--- src/design/rv_pkg.sv ---
// Encodings for the RV64 subset only (lui, auipc, jal, jalr, addi, sd, ebreak); IMEM_DEPTH must stay a power of two
package rv_pkg;

  localparam int XLEN = 64;
  localparam logic [XLEN-1:0] RESET_PC = '0;

  // Instruction store, word addressed
  localparam int IMEM_DEPTH = 256;
  localparam int IMEM_AW = $clog2(IMEM_DEPTH);

  localparam int NR_REGS = 32;

  // Major opcodes
  localparam logic [6:0] OPC_LUI = 7'b0110111;
  localparam logic [6:0] OPC_AUIPC = 7'b0010111;
  localparam logic [6:0] OPC_JAL = 7'b1101111;
  localparam logic [6:0] OPC_JALR = 7'b1100111;
  localparam logic [6:0] OPC_OPIMM = 7'b0010011;
  localparam logic [6:0] OPC_STORE = 7'b0100011;
  localparam logic [6:0] OPC_SYSTEM = 7'b1110011;

  localparam logic [2:0] F3_ADDI = 3'b000;
  localparam logic [2:0] F3_SD = 3'b011;
  localparam logic [2:0] F3_JALR = 3'b000;

  // Immediate formats
  localparam logic [2:0] EXT_I = 3'b000;
  localparam logic [2:0] EXT_U = 3'b001;
  localparam logic [2:0] EXT_S = 3'b010;
  localparam logic [2:0] EXT_B = 3'b011;
  localparam logic [2:0] EXT_J = 3'b100;

  // ALU operations
  localparam logic [3:0] ALU_ADD = 4'b0000;
  localparam logic [3:0] ALU_COPY = 4'b0011; // Pass immediate, lui
  localparam logic [3:0] ALU_BREAK = 4'b1110;
  localparam logic [3:0] ALU_NOP = 4'b1111;

  // Operand selects
  localparam logic ASRC_REG = 1'b0;
  localparam logic ASRC_PC = 1'b1;

  localparam logic [1:0] BSRC_REG = 2'b00;
  localparam logic [1:0] BSRC_IMM = 2'b01;
  localparam logic [1:0] BSRC_FOUR = 2'b10; // Link value pc + 4

endpackage

--- src/design/alu.sv ---
// Execute unit for add and copy-immediate only; break and nop results are zero
`timescale 1ns/10ps

module alu (
  input  logic [rv_pkg::XLEN-1:0] i_pc,
  input  logic [rv_pkg::XLEN-1:0] i_rs1,
  input  logic [rv_pkg::XLEN-1:0] i_rs2,
  input  logic [rv_pkg::XLEN-1:0] i_imm,
  input  logic i_asrc,
  input  logic [1:0] i_bsrc,
  input  logic [3:0] i_op,
  output logic [rv_pkg::XLEN-1:0] o_result
);

  logic [rv_pkg::XLEN-1:0] op_a, op_b;

  assign op_a = (i_asrc == rv_pkg::ASRC_PC) ? i_pc : i_rs1;

  always_comb begin
    case (i_bsrc)
      rv_pkg::BSRC_REG:  op_b = i_rs2;
      rv_pkg::BSRC_IMM:  op_b = i_imm;
      rv_pkg::BSRC_FOUR: op_b = 64'd4;
      default:           op_b = '0;
    endcase
  end

  always_comb begin
    case (i_op)
      rv_pkg::ALU_ADD:                    o_result = op_a + op_b;
      rv_pkg::ALU_COPY:                   o_result = i_imm; // lui
      rv_pkg::ALU_BREAK, rv_pkg::ALU_NOP: o_result = '0;
      default:                            o_result = '0;
    endcase
  end

endmodule

--- config.mk ---
export PLATFORM = sky130hd
export DESIGN_NAME = alu
export DESIGN_NICKNAME = d
export VERILOG_FILES = /design/src/design/rv_pkg.sv /design/src/design/alu.sv
export SDC_FILE = /design/constraint.sdc
export NUM_CORES = 1
export LEC_CHECK = 0
export BUFFER_PORTS_ARGS = -buffer_cell sky130_fd_sc_hd__buf_2
export CAP_MARGIN = 20
export CORE_AREA = 2 2 126 128
export DETAILED_ROUTE_END_ITERATION = 12
export DIE_AREA = 0 0 128 130
export PLACE_DENSITY = 0.72
export SYNTH_ARGS = -nofsm -noshare
export SYNTH_HDL_FRONTEND = slang
export SYNTH_SLANG_ARGS = --single-unit
--- constraint.sdc ---
create_clock -name vclk -period 5.59
set_input_delay 0.2795 -clock vclk [all_inputs]
set_output_delay 0.2795 -clock vclk [all_outputs]
set_load 0.05 [all_outputs]
After elaboration in Yosys (flattened, before gate mapping)
Cells that the tools add are included.

operators by class
  $add $sub $neg = 1
  equality and inequality tests = 3
  mux-type cells = 3
  reductions and logical operators = 2

operators by type and width
  operator              number
  $pmux W64 S3          1
  $pmux W64 S2          1
  $add A64 B64 Y64      1
  $mux W64              1
  $eq A4 B2 Y1 const B  1
  $logic_not A4 Y1      1
  $eq A2 B1 Y1 const B  1
  $eq A2 B2 Y1 const B  1
  $logic_not A2 Y1      1

word-level totals
  register bits after elaboration = 0
  input bits = 263
  output and inout port bits = 64
  word-level logic and storage cells = 9

Longest topological paths before layout
  word-level depth = 4
  gate-level depth with buffers = 17
  gate-level depth less buffers = 15

Worst setup path before layout
Ideal clock, no wire load.

  kind = input -> output
  start point = input port i_bsrc[0]
  end point = output port o_result[46] (netlist name)
  arrival time = 4.871 ns
  data required time = 5.311 ns
  setup slack = 0.440 ns
  stages = 17
  cells stage by stage = clkbuf_1 -> buf_1 -> mux2i_1 -> nor2_1 -> ha_1 -> inv_1 -> fa_1 -> nand2b_2 -> a21oi_1 -> o31ai_2 -> a2111oi_4 -> a21oi_4 -> o41ai_4 -> a21o_2 -> a21oi_1 -> xor2_1 -> o21ai_0

on the way
  longest elaborated chain between the ends = 4
  elaborated cells on any way between the ends = 6
  classes of those cells = add/sub: 1; eq/ne: 2; mux: 2; reduce/logical: 1

ends and longest elaborated chain
  element                               line       RTL
  start, declared                       alu.sv:10  input logic [1:0] i_bsrc,
  $eq A2 B2 Y1 (tied with other cells)  alu.sv:20  case (i_bsrc)
  $pmux W64 S3 *                        alu.sv:20
  $add A64 B64 Y64 *                    alu.sv:30  rv_pkg::ALU_ADD: o_result = op_a + op_b;
  $pmux W64 S2 *                        alu.sv:29  case (i_op)
  end, declared                         alu.sv:12  output logic [rv_pkg::XLEN-1:0] o_result

Mark *: on every way between the ends. The rest lies on a longest branch, timed or not.

Worst setup path after layout
  start point = input port i_asrc
  end point = output port o_result[49] (netlist name)

on the way
  longest elaborated chain between the ends = 3

ends and longest elaborated chain
  element           line       RTL
  start, declared   alu.sv:9   input logic i_asrc,
  $mux W64          alu.sv:17  assign op_a = (i_asrc == rv_pkg::ASRC_PC) ? i_pc : i_rs1;
  $add A64 B64 Y64  alu.sv:30
  $pmux W64 S2      alu.sv:29

Every way passes these cells.

==> results.sh <==
export IMPL_portBuffers=327
export IMPL_worst_ep_required_time_ns=5.31
export IMPL_ff_latch_area_um2=0
export IMPL_grt_total_usage_pct=24.0
export IMPL_via_count=7438
export IMPL_fp_dieW_um=128
export IMPL_synth_top_area_share_pct=13.1
export IMPL_final_area_um2=7750
export IMPL_final_common_cell="buf_2"
export IMPL_synth_area_um2=6040
export IMPL_yosys_warnings=0
export IMPL_ir_worst_vdd_mv=0.0522
export IMPL_worstHoldPathType="input pin to output port"
export IMPL_antenna_found_initial=5
export IMPL_synth_nets=1206
export IMPL_avgRoutedWirePerCell_um=15.8
export IMPL_coreArea_um2=15400
export IMPL_slew_headroom_pct=41.3
export IMPL_clkbuf_count=0
export IMPL_holdPathStages=4
export IMPL_fin_crit_sh_pct=88.7
export IMPL_cts_hold_repair_buffers=0
export IMPL_post_route_min_period_ns=4.96
export IMPL_dp_slack_ns=0.675
export IMPL_finalPower_mw=0.898
export IMPL_crit_path_start="i_asrc"
export IMPL_placed_area_um2=7740
export IMPL_yosys_top_cells_area="ha_1 13%, mux2_2 12%, mux2i_1 11%"
export IMPL_post_cts_buffers=0
export IMPL_pin_count=327
export IMPL_synth_avg_cell_area_um2=6.87
export IMPL_fp_dieArea_um2=16600
export IMPL_busiest_layer="met2"
export IMPL_cellLeakagePower_nw=4.03
export IMPL_cap_violations=0
export IMPL_drcViolationCount=0
export IMPL_fin_ws_ns=0.631
export IMPL_worst_path_max_fanout=19
export IMPL_path_class="input pin to output port"
export IMPL_synth_distinct_cells=67
export IMPL_outcome="complete, no violations"
export IMPL_crit_arrival_ns=4.68
export IMPL_grtUsageMet2_pct=46.2
export IMPL_start_util_pct=39.2
export IMPL_nets=1493
export IMPL_final_cell_mix="326 x buf_2, 112 x nand2_1, 107 x nor2_1"
export IMPL_grt_start_max_net_pins=52
export IMPL_wl_mm=21.5
export IMPL_seq_cells=0
export IMPL_dp_hpwl_mm=18.3
export IMPL_avgViaCountPerCell=5.47
export IMPL_fmax_ghz=0.202
export IMPL_ctsResizeCount=0
export IMPL_area_growth_synth_to_final_pct=28.4
export IMPL_cp_start_kind="input pin"
export IMPL_overflow=0
export IMPL_grt_met3_usage_pct=2.26
export IMPL_rows=46
export IMPL_antenna_left=0
export IMPL_final_layout_size_suffix_gt1_share_pct=36.4
export IMPL_synthCells=879
export IMPL_drt_pass1_iter_count=5
export IMPL_whs_ns=0.957
export IMPL_drt_initial_drc_count=369
export IMPL_ys_seq_area_share_pct=0
export IMPL_hold_viol_final=0
export IMPL_die_height_um=130
export IMPL_first_global_vias=7091
export IMPL_tightest_slew_ns=0.881
export IMPL_finalMaxSlewViolations=0
export IMPL_met1_usage_pct=29.5
export IMPL_holdCritStartpoint="i_imm[59]"
export IMPL_grt_pass1_wl_mm=33.4
export IMPL_p_per_area_nw_per_um2=116
export IMPL_final_setup_viol_count=0
export IMPL_setup_tns_ns=0
export IMPL_finalWeightedCongestion=0.899
export IMPL_cp_end_kind="output port"
export IMPL_rsz0062_at_grt="no"
export IMPL_yosysTopAreaCell="ha_1"
routing by layer:
metal	share of wire (%)	wire length (µm)	up-vias
met5	0	0	-
li1	-	-	3805
met3	5.3	1140	10
met4	0.78	167	0
met1	43	9270	3381
met2	51	10900	242
synth_stat cells, drive strengths merged, types with 7 or more instances:
master,instances
nor2,107
a31oi,9
o21bai,11
a22o,9
o31ai,7
o21a,8
buf,14
clkbuf,34
nand3,11
a21o,31
mux2i,65
nand2b,8
mux2,62
xnor2,30
ha,63
nor3,12
xor2,26
inv,16
a211oi,7
a21oi,78
o21ai,91
nand2,112
nand4,11
kinds of logic (layout without fill, tap and decap cells):
| kind of cell | count (synthesis) | in the layout | synth area share (%) |
|---|---|---|---|
| AO/OA/AOI/OAI | 283 | 283 | 30.9 |
| XOR/XNOR | 56 | 56 | 8.12 |
| adder cells (fa/ha/maj) | 64 | 64 | 13.4 |
| buffers and inverters | 68 | 353 | 5.55 |
| multiplexers | 127 | 127 | 22.3 |
| other | 0 | 5 | 0 |
| AND/OR/NAND/NOR | 281 | 281 | 19.7 |
worst max-delay path: stages:
cell and delay (ns):
buf_2 0.39, buf_4 0.25, mux2i_1 0.29, inv_1 0.07, ha_1 0.31, a211oi_1 0.37, nor4_1 0.13, o21ai_1 0.23
nand3_1 0.22, a221oi_1 0.70, o21ai_0 0.26, a21oi_1 0.33, o21bai_1 0.14, xnor2_1 0.13, o21ai_0 0.23, buf_2 0.33
through the flow:
stage / util, % / cells
6_report: 50.3 / 1361
5_1_grt: 50.2 / 1359
4_1_cts: 50.2 / 1356
3_5_place_dp: 50.2 / 1356
3_3_place_gp: 50.1 / 1355
2_1_floorplan: - / 879
worst paths after layout:
check,to,slack [ns]
worst max-delay path,o_result[49],0.63
worst min-delay path,o_result[59],0.96
area by class of cell:
type	count	area [µm²]
diodes	5	12.5
fillers	1621	7670
inverters	16	60.1
multi-input cells	811	5720
well taps	192	240
repair buffers	337	1720
power breakdown:
part	total (mW)	switching (mW)	internal, mW
Combinational	0.898	0.525	0.373
Sequential	0	0	0
Clock	0.000000120	0	0.000000120
Note: power is estimated with default switching activity, not from simulation.
