$ cat src/design/rv_pkg.sv
// Encodings for the RV64 subset only (lui, auipc, jal, jalr, addi, sd, ebreak); IMEM_DEPTH must stay a power of two
package rv_pkg;

  localparam int XLEN = 64;
  localparam logic [XLEN-1:0] RESET_PC = '0;

  // Instruction store, word addressed
  localparam int IMEM_DEPTH = 256;
  localparam int IMEM_AW = $clog2(IMEM_DEPTH);

  localparam int NR_REGS = 32;

  // Major opcodes
  localparam logic [6:0] OPC_LUI = 7'b0110111;
  localparam logic [6:0] OPC_AUIPC = 7'b0010111;
  localparam logic [6:0] OPC_JAL = 7'b1101111;
  localparam logic [6:0] OPC_JALR = 7'b1100111;
  localparam logic [6:0] OPC_OPIMM = 7'b0010011;
  localparam logic [6:0] OPC_STORE = 7'b0100011;
  localparam logic [6:0] OPC_SYSTEM = 7'b1110011;

  localparam logic [2:0] F3_ADDI = 3'b000;
  localparam logic [2:0] F3_SD = 3'b011;
  localparam logic [2:0] F3_JALR = 3'b000;

  // Immediate formats
  localparam logic [2:0] EXT_I = 3'b000;
  localparam logic [2:0] EXT_U = 3'b001;
  localparam logic [2:0] EXT_S = 3'b010;
  localparam logic [2:0] EXT_B = 3'b011;
  localparam logic [2:0] EXT_J = 3'b100;

  // ALU operations
  localparam logic [3:0] ALU_ADD = 4'b0000;
  localparam logic [3:0] ALU_COPY = 4'b0011; // Pass immediate, lui
  localparam logic [3:0] ALU_BREAK = 4'b1110;
  localparam logic [3:0] ALU_NOP = 4'b1111;

  // Operand selects
  localparam logic ASRC_REG = 1'b0;
  localparam logic ASRC_PC = 1'b1;

  localparam logic [1:0] BSRC_REG = 2'b00;
  localparam logic [1:0] BSRC_IMM = 2'b01;
  localparam logic [1:0] BSRC_FOUR = 2'b10; // Link value pc + 4

endpackage

$ cat src/design/mux_key.sv
// Keys must be unique or one-hot; with several matches the highest entry index wins
`timescale 1ns/10ps

module mux_key #(
  parameter int NR_KEY = 2,
  parameter int KEY_LEN = 1,
  parameter type DATA_T = logic [0:0]
) (
  input  logic [KEY_LEN-1:0] i_key,
  input  logic [NR_KEY*(KEY_LEN+$bits(DATA_T))-1:0] i_lut, // {key, data} pairs
  input  DATA_T i_default,
  output DATA_T o_out
);

  localparam int DATA_LEN = $bits(DATA_T);
  localparam int PAIR_LEN = KEY_LEN + DATA_LEN;

  always_comb begin
    o_out = i_default;
    for (int i = 0; i < NR_KEY; i++) begin
      // Key sits above its data in each pair
      if (i_lut[i*PAIR_LEN+DATA_LEN +: KEY_LEN] == i_key) begin
        o_out = DATA_T'(i_lut[i*PAIR_LEN +: DATA_LEN]);
      end
    end
  end

endmodule

$ cat src/design/instr_decode.sv
// Decodes only lui, auipc, jal, jalr, addi, sd and ebreak; anything else gives ALU_NOP and no write
`timescale 1ns/10ps

module instr_decode (
  input  logic [31:0] i_inst,
  output logic [rv_pkg::XLEN-1:0] o_imm,
  output logic [4:0] o_ra,
  output logic [4:0] o_rb,
  output logic [4:0] o_rd,
  output logic o_wen,
  output logic o_alu_asrc,
  output logic [1:0] o_alu_bsrc,
  output logic [3:0] o_alu_op,
  output logic o_pc_jump,
  output logic o_pc_from_reg,
  output logic o_store,
  output logic o_break
);

  logic [6:0] opcode;
  logic [2:0] funct3;
  logic [rv_pkg::XLEN-1:0] imm_i, imm_u, imm_s, imm_b, imm_j;
  logic inst_lui, inst_auipc, inst_jal, inst_jalr, inst_addi, inst_sd, inst_ebreak;
  logic type_i, type_u, type_s, type_j;
  logic [2:0] ext_op;

  assign opcode = i_inst[6:0];
  assign funct3 = i_inst[14:12];
  assign o_ra = i_inst[19:15];
  assign o_rb = i_inst[24:20];
  assign o_rd = i_inst[11:7];

  // Sign-extended immediates
  assign imm_i = {{52{i_inst[31]}}, i_inst[31:20]};
  assign imm_u = {{32{i_inst[31]}}, i_inst[31:12], 12'b0};
  assign imm_s = {{52{i_inst[31]}}, i_inst[31:25], i_inst[11:7]};
  assign imm_b = {{52{i_inst[31]}}, i_inst[7], i_inst[30:25], i_inst[11:8], 1'b0};
  assign imm_j = {{44{i_inst[31]}}, i_inst[19:12], i_inst[20], i_inst[30:21], 1'b0};

  assign inst_lui = (opcode == rv_pkg::OPC_LUI);
  assign inst_auipc = (opcode == rv_pkg::OPC_AUIPC);
  assign inst_jal = (opcode == rv_pkg::OPC_JAL);
  assign inst_jalr = (opcode == rv_pkg::OPC_JALR) && (funct3 == rv_pkg::F3_JALR);
  assign inst_addi = (opcode == rv_pkg::OPC_OPIMM) && (funct3 == rv_pkg::F3_ADDI);
  assign inst_sd = (opcode == rv_pkg::OPC_STORE) && (funct3 == rv_pkg::F3_SD);
  assign inst_ebreak = (opcode == rv_pkg::OPC_SYSTEM) && (funct3 == 3'b000);

  assign type_i = inst_addi | inst_jalr | inst_ebreak;
  assign type_u = inst_lui | inst_auipc;
  assign type_s = inst_sd;
  assign type_j = inst_jal;

  mux_key #(.NR_KEY(4), .KEY_LEN(4), .DATA_T(logic [2:0])) u_mux_fmt (
    .i_key({type_i, type_u, type_s, type_j}),
    .i_lut({
      4'b1000, rv_pkg::EXT_I,
      4'b0100, rv_pkg::EXT_U,
      4'b0010, rv_pkg::EXT_S,
      4'b0001, rv_pkg::EXT_J
    }),
    .i_default(rv_pkg::EXT_I),
    .o_out(ext_op)
  );

  mux_key #(.NR_KEY(5), .KEY_LEN(3), .DATA_T(logic [rv_pkg::XLEN-1:0])) u_mux_imm (
    .i_key(ext_op),
    .i_lut({
      rv_pkg::EXT_I, imm_i,
      rv_pkg::EXT_U, imm_u,
      rv_pkg::EXT_S, imm_s,
      rv_pkg::EXT_B, imm_b, // No branches yet
      rv_pkg::EXT_J, imm_j
    }),
    .i_default('0),
    .o_out(o_imm)
  );

  mux_key #(.NR_KEY(3), .KEY_LEN(3), .DATA_T(logic [3:0])) u_mux_alu (
    .i_key({inst_lui, inst_auipc | inst_jal | inst_jalr | inst_addi | inst_sd, inst_ebreak}),
    .i_lut({
      3'b100, rv_pkg::ALU_COPY,
      3'b010, rv_pkg::ALU_ADD,
      3'b001, rv_pkg::ALU_BREAK
    }),
    .i_default(rv_pkg::ALU_NOP),
    .o_out(o_alu_op)
  );

  assign o_wen = inst_addi | inst_jalr | inst_lui | inst_auipc | inst_jal;
  assign o_alu_asrc = (inst_auipc | inst_jal | inst_jalr) ? rv_pkg::ASRC_PC : rv_pkg::ASRC_REG;
  assign o_alu_bsrc = (inst_jal | inst_jalr) ? rv_pkg::BSRC_FOUR :
                      (inst_addi | inst_lui | inst_auipc | inst_sd) ? rv_pkg::BSRC_IMM :
                      rv_pkg::BSRC_REG;

  assign o_pc_jump = inst_jal | inst_jalr;
  assign o_pc_from_reg = inst_jalr; // Target base is rs1
  assign o_store = inst_sd;
  assign o_break = inst_ebreak;

endmodule

$ cat config.mk
export PLATFORM = sky130hd
export DESIGN_NAME = instr_decode
export DESIGN_NICKNAME = d
export VERILOG_FILES = /design/src/design/rv_pkg.sv /design/src/design/mux_key.sv /design/src/design/instr_decode.sv
export SDC_FILE = /design/constraint.sdc
export NUM_CORES = 1
export LEC_CHECK = 0
export ABC_AREA = 0
export BUFFER_PORTS_ARGS = -buffer_cell sky130_fd_sc_hd__buf_2
export CORE_MARGIN = 3
export CORE_UTILIZATION = 35
export DETAILED_ROUTE_END_ITERATION = 12
export PLACE_DENSITY = 0.95
export SYNTH_ARGS = -nofsm -noshare
export SYNTH_HDL_FRONTEND = slang
export SYNTH_SLANG_ARGS = --single-unit
export TNS_END_PERCENT = 100
$ cat constraint.sdc
create_clock -name vclk -period 3.17
set_input_delay 0.634 -clock vclk [all_inputs]
set_output_delay 0.634 -clock vclk [all_outputs]
set_load 0.1 [all_outputs]
* Word-level counts from Yosys, hierarchy flattened *
Cells that the tools add are included.

cells by class
  bitwise operators = 14
  mux-type cells = 15
  reduce and logical (&&, ||, !) cells = 6
  equal/unequal tests = 19

operators with widths
  operator            number
  $mux 64             5
  $eq 7x7->1 const B  3
  $eq 7x5->1 const B  2
  $eq 7x6->1 const B  2
  $or 1x1->1          14
  $mux 3              4
  $eq 2x3->1 const A  3
  $mux 4              2
  $eq 1x3->1 const A  2
  $eq 3x3->1 const A  2
  $logic_not 3->1     2
  $eq 1x4->1 const A  1
  $eq 2x4->1 const A  1
  $eq 3x4->1 const A  1
  $eq 4x4->1 const A  1
  $logic_and 1x1->1   4
  $eq 3x2->1 const B  1
  $mux 1              3
  $mux 2              1

storage, ports and cells
  input port bits = 32
  register bits after elaboration = 0

* Logic depth before layout (Yosys ltp) *
  depth in word-level cells = 15
  gate-level depth with buffers = 6
  gate-level depth less buffers = 5

* Modules after synthesis *
A second synthesis with hierarchy kept.

second synthesis, totals
  cell total of the unflattened synthesis = 768
  area, all modules = 5,387.7 um2

modules (own cells, without submodules)
  module                cells an instance  sequential area each (um2)  times used  area each (um2)
  mux_key at u_mux_imm  650                0.0                         1           4,553.1
  instr_decode          52                 0.0                         1           325.3
  mux_key at u_mux_fmt  36                 0.0                         1           286.5
  mux_key at u_mux_alu  30                 0.0                         1           222.7

* Worst setup path before layout *
OpenSTA, ideal clock, no wires.

  path kind = input to output
  start point = in i_inst[12]
  end point = out o_pc_from_reg
  data arrival time = 4.174 ns
  slack = -1.638 ns
  cell stages on the path = 2
  path through = or3_1 > nor4b_1

on the way
  word-level cells in the longest chain between the ends = 2

RTL lines
  what               RTL line            source
  start, declared    instr_decode.sv:5   input logic [31:0] i_inst,
  $logic_not 3->1    instr_decode.sv:43  assign inst_jalr = (opcode == rv_pkg::OPC_JALR) && (funct3 == rv_pkg::F3_JALR);
  $logic_and 1x1->1  instr_decode.sv:43
  end, declared      instr_decode.sv:15  output logic o_pc_from_reg,

Every way passes these cells.

* Final worst setup path *
  start point = in i_inst[1]
  end point = out o_imm[30] (netlist bit)

on the way
  word-level cells in the longest chain between the ends = 15
  elaborated cells on any way between the ends = 32
  those cells by class = 15 x eq/ne; 9 x mux; 3 x bitwise; 5 x reduce/logical

RTL lines
  what                                             RTL line                                source
  $eq 7x5->1 / $eq 7x7->1 (equally long branches)  instr_decode.sv:44, instr_decode.sv:43
  $logic_and 1x1->1, on equally long branches      instr_decode.sv:44, instr_decode.sv:43
  $or 1x1->1 (2 in series)                         instr_decode.sv:48                      assign type_i = inst_addi | inst_jalr | inst_ebreak;
  $eq 1x4->1                                       mux_key.sv:22                           if (i_lut[i*PAIR_LEN+DATA_LEN +: KEY_LEN] == i_key) begin
  $mux 3 (3 in series)                             mux_key.sv:22
  $mux 3 *                                         mux_key.sv:22
  $eq 3x3->1                                       mux_key.sv:22
  $mux 64 (4 in series)                            mux_key.sv:22
  $mux 64 *                                        mux_key.sv:22
  end, declared                                    instr_decode.sv:6                       output logic [rv_pkg::XLEN-1:0] o_imm,

Mark *: on every way between the ends. The rest lies on a longest branch, timed or not.

==> impl_metrics.py <==
metrics = {
    "yosys": {
        "synth_area_leader_cell": "sky130_fd_sc_hd__buf_4",
        "ys_warn_count": 0,
        "synth_area_per_cell_um2": 6.52,
        "synth_top_area_frac": 0.429,
        "syn_area_um2": 893,
        "netlist_top_cells_area": "sky130_fd_sc_hd__buf_4 (43%), sky130_fd_sc_hd__a21o_1 (9.2%), sky130_fd_sc_hd__nand2_1 (8.4%)",
        "synthCells": 137,
        "mappedNetlistNets": 169,
        "synth_top_cells_by_count": "sky130_fd_sc_hd__buf_4 (51), sky130_fd_sc_hd__nand2_1 (20), sky130_fd_sc_hd__a21o_1 (11), sky130_fd_sc_hd__and2_1 (8)",
        "seq_area_frac_synth": 0,
        "synth.most_common_cell": "sky130_fd_sc_hd__buf_4",
        "netlist-cell-type-count": 29,
    },
    "sta": {
        "grt_setup_unrepaired": "no",
        "relSlewSlack": 0.492,
        "period_minus_slack_ns": 3.01,
        "worst_slew_pin_tran_ns": 0.762,
        "tns_setup_ns": 0,
        "finalSetupViolCount": 0,
        "report.final.slew_viol_count": 0,
        "hold_violation_count_in_the_final_report": 0,
        "finalCritPeriodShare": 0.951,
        "setup_ws_ns": 0.157,
        "timing.fmax_ghz": 0.332,
    },
    "clock_tree": {
        "ctsResizeCount": 0,
        "ctsHoldBuffers": 0,
        "cts_setup_buffers": 0,
    },
    "floorplanning": {
        "io-pin-count": 123,
        "core_area_mm2": 0.00232,
        "design.die.area_mm2": 0.00319,
        "starting_density_of_the_core": 0.385,
        "die_height_um": 56.5,
        "std_cell_rows": 17,
        "die_x_um": 56.5,
    },
    "pwr": {
        "leakage_uw": 0.000887,
        "cellPowerDensity_mw_per_mm2": 405,
        "max-vdd-ir-drop_uv": 251,
    },
    "placed_design": {
        "dpl.cell_count": 232,
        "place.detailed.hpwl_um": 2780,
        "gpl_congestion": 0.886,
        "placement.setup.worst_slack_ns": 0.204,
        "dpl-instance-area_mm2": 0.00149,
        "port_buffers": 123,
    },
    "route": {
        "via_per_inst": 4.98,
        "ant_nets": 0,
        "drc_errors": 0,
        "1st_iter_drt_viols": 13,
        "detail_route.wl_per_cell_um": 13.9,
        "drt-total-wl_um": 3220,
        "firstDrtPassIters": 4,
        "via_count_of_the_routed_design": 1155,
    },
    "worst_setup_path": {
        "critical_path_peak_fanout": 13,
        "critical_path.slowest_cell": "sky130_fd_sc_hd__and2_1",
        "critPathCaptureType": "output pin",
        "worst-endpoint-required_ns": 2.54,
        "peak_per_stage_delay_on_the_critical_path_ns": 0.50,
        "kind_of_start_point_of_the_critical_path": "input pin",
        "crit_chain": "buf_2 -> and2_1 -> nand4_1 -> and2_1 -> a21o_1 -> buf_12",
        "critPathArrivalTime_ns": 2.38,
        "worstSetupPathType": "input pin to output pin",
        "critPathMostFrequentCell": "sky130_fd_sc_hd__and2_1",
    },
    "layout": {
        "num_antenna_cells": 0,
        "postLayoutCoreUtil": 0.643,
        "stdcell_count": 232,
        "final.fill_count": 199,
        "area_occupied_by_multi_input_gates_um2": 533,
        "register_area_um2": 0,
        "layout_cell_share_with_drive_strength_beyond_1": 0.662,
        "clock_buffers": 0,
        "final_area_mm2": 0.00149,
        "final_net_count": 238,
        "layout.sequential_cells": 0,
        "area_overhead_of_the_layout_relative_to_synthesis_pct": 66.9,
    },
    "global_route": {
        "grt_antenna_before_repair": 0,
        "grt_max_degree": 37,
        "grt_remaining_overflow": 0,
        "grt_pass1_wl_um": 4910,
        "globalRouteTotalUtil": 0.184,
        "grt_util_met3": 0.0598,
        "grt.busiest_layer": "met2",
        "via_count_of_the_first_global_routing_pass": 1024,
        "met2_use_gr": 0.358,
        "met1_usage": 0.202,
    },
    "worst_hold_path": {
        "class_of_the_tightest_hold_or_removal_check": "input pin to output pin",
        "hold_path.startpoint": "i_inst[15]",
        "min_path_cells": 2,
        "min_delay_worst_endpoint": "o_ra[0]",
    },
    "job": {
        "max_cap_violations": 0,
    },
    "outcome": {
        "status": "finished clean",
    },
}
## critical path, delay by kind of cell
family          cells  cell delay (ns)
simple gates        3             1.24
compound gates      1             0.25
buf+inv             2             0.24
## logic make-up after synthesis
family / Yosys count / synth area share
AND/OR/NAND/NOR: 54 / 0.339
AO/OA/AOI/OAI: 24 / 0.181
multiplexers: 1 / 0.0112
buffers and inverters: 58 / 0.469
## per-layer routing
| metal | share of wire | wire length, um | vias to the layer above |
|---|---|---|---|
| met5 | 0 | 0 | - |
| met4 | 0.00062 | 2 | 0 |
| met3 | 0.16 | 499 | 2 |
| met2 | 0.51 | 1650 | 90 |
| met1 | 0.33 | 1070 | 505 |
| li1 | - | - | 558 |
## area by class of cell
class,instances,share of cell area
inverter,2,0.00503
tap,28,0.0235
timing repair buffer,123,0.614
multi-input combinational,79,0.357
## power by group
part           switching (uW)  internal, uW
registers                   0             0
clock network               0             0
logic                     491           113
total                     491           113
## through the flow
stage / hold WS [ns] / total power (uW)
6_report: 1.65 / 604
3_3_place_gp: 1.65 / 602
4_1_cts: 1.65 / 607
5_1_grt: 1.66 / 618
3_5_place_dp: 1.65 / 606
2_1_floorplan: 1.39 / 509
## worst max-delay path by stage
stage / from / to / slack (ns)
6_report: i_inst[1] / o_imm[30] / 0.16
5_1_grt: i_inst[0] / o_imm[30] / 0.04
4_1_cts: i_inst[1] / o_imm[30] / 0.20
3_5_place_dp: i_inst[1] / o_imm[30] / 0.20
3_3_place_gp: i_inst[1] / o_imm[26] / 0.30
2_1_floorplan: i_inst[1] / o_alu_op[3] / -0.33
## placed cells by master (no fill, tap or decap), types with 2 or more instances in the layout
cell type / Yosys / final
sky130_fd_sc_hd__a21o_1: 11 / 11
sky130_fd_sc_hd__and2_1: 8 / 8
sky130_fd_sc_hd__and4_1: 2 / 2
sky130_fd_sc_hd__buf_12: 0 / 20
sky130_fd_sc_hd__buf_2: 2 / 103
sky130_fd_sc_hd__nand2_1: 20 / 20
sky130_fd_sc_hd__nand3_1: 6 / 6
sky130_fd_sc_hd__nand4_1: 2 / 2
sky130_fd_sc_hd__nor2_2: 0 / 2
sky130_fd_sc_hd__nor2_4: 1 / 2
sky130_fd_sc_hd__o2111ai_1: 2 / 2
sky130_fd_sc_hd__o21ai_0: 6 / 6
sky130_fd_sc_hd__o21ai_1: 3 / 2
Power figures use the tool's default switching activity.
